$ cat src/common/sram_tester_cfg.svh
// widths and read latency shared by the SRAM tester; data width must be even
`ifndef SRAM_TESTER_CFG_SVH
`define SRAM_TESTER_CFG_SVH

// ########################################
// SRAM geometry
// ########################################

// 8 for simulation, 20 for the hardware part
`define SRAM_ADDR_BITS 8

`define SRAM_DATA_BITS 16  // even widths only, the fill words split in halves

// ########################################
// pipeline
// ########################################

// iterator address to captured read data, fixed by sram_controller
`define SRAM_READ_LAT 2

`endif

$ cat src/common/sram_tester_pkg.sv
// word types and the pattern and phase encodings; widths come from sram_tester_cfg.svh
`include "sram_tester_cfg.svh"

package sram_tester_pkg;

  typedef logic [`SRAM_ADDR_BITS-1:0] addr_t;
  typedef logic [`SRAM_DATA_BITS-1:0] data_t;

  // fill patterns in test order
  typedef enum logic [2:0] {
    pat_zeros,
    pat_ones,
    pat_check_a,    // 0101...
    pat_check_b,    // 1010...
    pat_low_half,
    pat_high_half,
    pat_address     // data is the low address bits
  } pattern_e;

  // test controller phases
  typedef enum logic [2:0] {
    ph_idle,
    ph_write,
    ph_read,
    ph_drain,       // wait for the read pipeline to empty
    ph_next,
    ph_done
  } phase_e;

endpackage

$ cat src/hdl/addr_iter.sv
// address counter, wraps to zero past the maximum; restart has priority over step
`timescale 1ns/10ps

module addr_iter (
  input  logic                   clk,
  input  logic                   reset,
  input  logic                   restart,
  input  logic                   step,
  output sram_tester_pkg::addr_t addr,
  output logic                   last
);

  always_ff @(posedge clk or posedge reset) begin
    if (reset) begin
      addr <= '0;
    end else if (restart) begin
      addr <= '0;
    end else if (step) begin
      addr <= addr + 1'b1;  // natural wrap
    end
  end

  assign last = (addr == '1);

endmodule

$ cat config.mk
export PLATFORM = sky130hd
export DESIGN_NAME = addr_iter
export DESIGN_NICKNAME = d
export VERILOG_FILES = /design/src/common/sram_tester_pkg.sv /design/src/hdl/addr_iter.sv
export VERILOG_INCLUDE_DIRS = /design/src /design/src/common
export SDC_FILE = /design/constraint.sdc
export NUM_CORES = 1
export LEC_CHECK = 0
export ABC_CLOCK_PERIOD_IN_PS = 1600
export BUFFER_PORTS_ARGS = -buffer_cell sky130_fd_sc_hd__buf_4
export CORE_UTILIZATION = 30
export CTS_CLUSTER_DIAMETER = 80
export DETAILED_ROUTE_END_ITERATION = 8
export PLACE_DENSITY = 0.55
export SLEW_MARGIN = 0
export SYNTH_ARGS = -nofsm -noshare
export SYNTH_HDL_FRONTEND = slang
export SYNTH_SLANG_ARGS = --single-unit
$ cat constraint.sdc
create_clock -name clk -period 1.6 [get_ports clk]
set_input_delay 0.08 -clock clk [delete_from_list [all_inputs] [get_ports clk]]
set_output_delay 0.08 -clock clk [all_outputs]
set_load 0.1 [all_outputs]
==> results.py, run 1 <==
metrics = {
    "status": {
        "status": "finished clean",
    },
    "synthesis": {
        "synth_flop_cell": "dfrtp_1",
        "ys_warn_count": 0,
        "synth-edff-count": 0,
        "ys_ff_latch": 8,
        "synth_top_area_share": 0.511,
        "synth_area_leaders": "dfrtp_1, xor2_1, nor2_1",
        "synth.largest_area_cell": "dfrtp_1",
        "async_reset_ff_frac": 1.00,
        "syn_area_sq_um": 392,
        "syn_inst": 40,
        "synth_commonest_cells": "dfrtp_1, nor2_1",
        "ys_seq_area_frac": 0.511,
        "syn_area_per_cell_sq_um": 9.79,
        "synth_cell_types": 16,
        "yosysMostFrequentCell": "dfrtp_1",
        "synthesis.nets": 45,
    },
    "route": {
        "drtPass1Iterations": 3,
        "drc": 0,
        "via_per_inst": 4.76,
        "wl_per_cell_um": 11.3,
        "drtIter0Drc": 6,
        "routed_wl_um": 766,
        "ant_nets": 0,
        "vias": 324,
    },
    "sta": {
        "max_freq_ghz": 0.690,
        "setup_violations": 0,
        "slew_headroom": 0.788,
        "rsz0062_at_grt": "no",
        "hold_viol_final": 0,
        "finalMaxSlewViolations": 0,
        "period_needed_ps": 1450,
        "fin_ws_ps": 150,
        "fin_skew_ps": 4.66,
        "period_share": 0.906,
        "tightest_slew_ps": 317,
        "finalSetupTns_ps": 0,
    },
    "power_and_ir_drop": {
        "p_per_area_nw_per_um2": 811,
        "leakage_uw": 0.000234,
        "vdd_drop_max_mv": 0.380,
        "power_uw": 450,
    },
    "worst_setup_path": {
        "cp-start-kind": "register",
        "crit_fanout": 4,
        "worstSetupPathType": "register to output port",
        "arrival_ps": 1370,
        "crit_path_end_kind": "output port",
        "worst_ep_required_time_ps": 1520,
    },
    "cells_and_area": {
        "areaGrowthSynthToFinish_pct": 41.9,
        "diodes": 0,
        "nNetsFinal": 61,
        "multi_input_area_sq_um": 196,
        "top_regs": "addr x8",
        "fillers": 120,
        "final_util": 0.481,
        "seqCellArea_sq_um": 215,
        "regMostFlops": "addr",
        "drive_gt1_frac": 0.481,
        "largest_reg_flops": 8,
    },
    "clock_network": {
        "clockBufferDepth": 2,
        "htree_levels": 1,
        "clock_sinks": 8,
        "clk_pin_slew_worst_paths_ps": 60,
        "insertion_delay_ps": 250,
        "cts_tree": "done",
        "root_buffer": "clkbuf_4",
        "numCtsBuffers": 3,
    },
    "grt": {
        "grt_pass1_vias": 329,
        "overflow": 0,
        "grt_pass1_wl_um": 1360,
        "antenna_found_initial": 0,
        "globalRouteTotalUtil": 0.143,
        "grt_start_max_net_pins": 9,
    },
    "placed_design": {
        "place_ws_ps": 390,
        "globalplace.congestion": 0.772,
        "numPortBuffers": 12,
    },
    "floorplanning": {
        "rows": 12,
        "die_x_um": 38.1,
        "core_region_area_sq_um": 1160,
        "fp.dieArea_sq_um": 1450,
        "die_height_um": 38.1,
        "start_util": 0.339,
        "pin_count": 13,
    },
    "flow_run": {
        "maxCapViolCount": 0,
    },
    "worst_hold_path": {
        "holdCritPathClass": "primary input to register",
    },
}
-- final timing paths --
kind,end,startpoint,slack (ps),cells after the start
worst max-delay path,last,addr[0],150,4
worst min-delay path,addr[7],restart,50,2
worst max register to register,addr[6],addr[0],380,4
worst min register to register,addr[7],addr[7],570,2
max in group asynchronous,addr[1],reset,990,3
min in group asynchronous,addr[0],reset,340,3
-- stage by stage --
stage	hold WS (ps)	cell area (sq um)	cells
floorplan	-105	427	40
detailed placement	53.3	523	64
CTS	38.4	556	68
global route	41.3	556	68
finish	47.2	556	68
global placement	45.3	523	64
-- area by class of cell --
cell class,instances,share of cell area
multi-input combinational,29,0.354
clock buffer,3,0.0405
timing repair buffer,13,0.180
inverter,1,0.00676
sequential,8,0.387
tap,14,0.0315
-- placed cells by master, fill, tap and decap left out --
master and count:
buf_4 12, dfrtp_2 6, nor2_1 5, o21ai_0 3
or3_1 3, a21oi_1 3, xor2_1 3, nand3_1 3
clkbuf_4 3, nand4_1 2, nand2_1 2, dfrtp_4 2
nand4_2 1, xnor2_1 1, mux2i_1 1, nor2_4 1
inv_1 1, ha_4 1, dlygate4sd3_1 1
-- where the power goes --
part	internal (uW)	leakage (uW)	switching (uW)
registers	211	0.0000970	9.55
logic	22.5	0.000123	56.9
clock network	85.6	0.0000138	65.0
-- kinds of logic after synthesis --
family                     share of synthesized area
DFF                                            0.511
AOI/OAI and AO/OA                             0.0767
adders and majority gates                     0.0319
and+or+nand+nor                                0.227
xor gates and xnor gates                      0.0895
buffers and inverters                         0.0383
muxes                                         0.0256
-- per-layer routing --
metal | track usage | up-vias | wire [um]
met5 | 0 | - | 0
met4 | 0.107 | 0 | 0
met3 | 0.0349 | 0 | 49
met2 | 0.216 | 10 | 336
met1 | 0.174 | 145 | 380
li1 | - | 169 | -
-- what timing repair did --
| action | in CTS | in global routing |
|---|---|---|
| hold buffers | 1 | 0 |
| gates resized for setup | 0 | 0 |
| endpoints found under the hold margin | 8 | 0 |
| buffers inserted | 0 | 0 |
| setup endpoints to repair | 0 | 0 |
-- critical path: stages (launching register included) --
cell,delay (ps)
dfrtp_4,450
ha_4,150
nand3_1,110
nor2_4,110
buf_4,290
No activity file was read; power rests on OpenSTA's default activity.
==> inputs of run 2 (changes only) <==
- CORE_AREA: default -> 2 2 39 41
- CORE_UTILIZATION: 30 -> default
- DIE_AREA: default -> 0 0 41 43
- PLACE_DENSITY: 0.55 -> 0.54
==> run 2 against run 1 <==
Effect of this change:
- maximum frequency shrank 0.17%
- non-clock buffer count is the same
- die area grew 21%
- sequential power is essentially flat
- final cell count grew 2.9%
==> results.py, run 2 (synthesis gave the netlist of run 1 again) <==
metrics = {
    "status": {
        "status": "finished clean",
    },
    "sta": {
        "rsz0062_at_grt": "no",
        "tightest_slew_ps": 327,
        "period_needed_ps": 1450,
        "finalMaxSlewViolations": 0,
        "slew_headroom": 0.782,
        "period_share": 0.908,
        "setup_violations": 0,
        "fin_ws_ps": 148,
        "fin_skew_ps": 3.72,
        "hold_viol_final": 0,
        "max_freq_ghz": 0.689,
        "finalSetupTns_ps": 0,
    },
    "placed_design": {
        "numPortBuffers": 12,
        "placed_area_sq_um": 526,
        "place_ws_ps": 399,
        "globalplace.congestion": 0.647,
        "dp_hpwl_um": 590,
    },
    "clock_network": {
        "clk_pin_slew_worst_paths_ps": 60,
        "cts_tree": "done",
        "post-cts-setup-buffer-count": 0,
        "cts.repair.resized": 0,
        "root_buffer": "clkbuf_4",
        "clockBufferDepth": 2,
        "numCtsBuffers": 3,
        "insertion_delay_ps": 250,
        "clock_sinks": 8,
        "htree_levels": 1,
    },
    "floorplanning": {
        "rows": 14,
        "pin_count": 13,
        "fp.dieArea_sq_um": 1760,
        "core_region_area_sq_um": 1380,
        "die_height_um": 43,
        "start_util": 0.283,
        "die_x_um": 41,
    },
    "worst_setup_path": {
        "crit_path_end_kind": "output port",
        "critical-path-slowest-cell": "dfrtp_4",
        "arrival_ps": 1370,
        "cp-start-kind": "register",
        "worst-path-buf-inv": 1,
        "crit_chain": "ha_4 -> nand3_1 -> nor2_4 -> buf_4",
        "worst_ep_required_time_ps": 1520,
        "worstSetupPathType": "register to output port",
        "path_delay_family": "flip-flops",
        "max_stage_delay_ps": 450,
        "crit_fanout": 4,
    },
    "cells_and_area": {
        "nNetsFinal": 61,
        "regMostFlops": "addr",
        "largest_reg_flops": 8,
        "top_regs": "addr x8",
        "areaGrowthSynthToFinish_pct": 42.5,
        "mostFrequentLayoutCell": "buf_4",
        "final_cell_area_sq_um": 558,
        "drive_gt1_frac": 0.481,
        "diodes": 0,
        "layout_common_cells": "buf_4, dfrtp_2, nor2_1",
    },
    "route": {
        "ant_nets": 0,
        "via_per_inst": 4.84,
        "drtPass1Iterations": 4,
        "drtIter0Drc": 8,
        "vias": 339,
        "drc": 0,
        "wl_per_cell_um": 12.3,
        "routed_wl_um": 860,
    },
    "grt": {
        "grt_start_max_net_pins": 9,
        "antenna_found_initial": 0,
        "globalRouteTotalUtil": 0.119,
        "grt_pass1_vias": 298,
        "overflow": 0,
        "grt_pass1_wl_um": 1320,
    },
    "power_and_ir_drop": {
        "vdd_drop_max_mv": 0.257,
        "p_per_area_nw_per_um2": 819,
        "leakage_uw": 0.000234,
        "power_uw": 457,
    },
    "flow_run": {
        "maxCapViolCount": 0,
    },
    "worst_hold_path": {
        "holdCritPathClass": "primary input to register",
    },
}
==> run 2: cell type report <==
type | count | area [sq um]
flip-flops and latches | 8 | 215
well taps | 16 | 20.0
repair buffers | 13 | 100
inverters | 1 | 3.75
clock buffers | 3 | 22.5
fillers | 148 | 826
multi-input cells | 29 | 196
==> run 2: stage by stage <==
step           hold WS [ps]  std cells  utilization
2_1_floorplan          -105         40            -
4_1_cts                44.3         70        0.403
3_5_place_dp           58.5         66        0.380
5_1_grt                56.0         70        0.403
3_3_place_gp           58.4         66        0.380
6_report               41.3         70        0.403
==> run 2: final timing paths <==
| kind | end | cells after the start | slack (ps) | startpoint |
|---|---|---|---|---|
| max | last | 4 | 150 | addr[0] |
| min in group asynchronous | addr[5] | 3 | 360 | reset |
| min reg2reg | addr[6] | 2 | 570 | addr[6] |
| min | addr[6] | 2 | 40 | restart |
| max reg2reg | addr[6] | 4 | 400 | addr[0] |
| max in group asynchronous | addr[1] | 3 | 960 | reset |
==> run 2: layer usage <==
metal / share of wire / up-vias / global-route usage
li1: - / 169 / -
met1: 0.43 / 158 / 0.144
met2: 0.51 / 8 / 0.166
met3: 0.038 / 4 / 0.0314
met4: 0.027 / 0 / 0.100
met5: 0 / - / 0
==> run 2: power by group <==
part | leakage [uW] | total, uW | internal [uW] | switching, uW
Clock | 0.0000138 | 157 | 86.0 | 71.0
Combinational | 0.000123 | 79.9 | 22.5 | 57.3
Sequential | 0.0000970 | 220 | 211 | 9.16
==> run 2: what timing repair did <==
| item | CTS | global route |
|---|---|---|
| hold endpoints to repair | 8 | 0 |
| setup endpoints to repair | 0 | 0 |
| hold buffers | 1 | 0 |
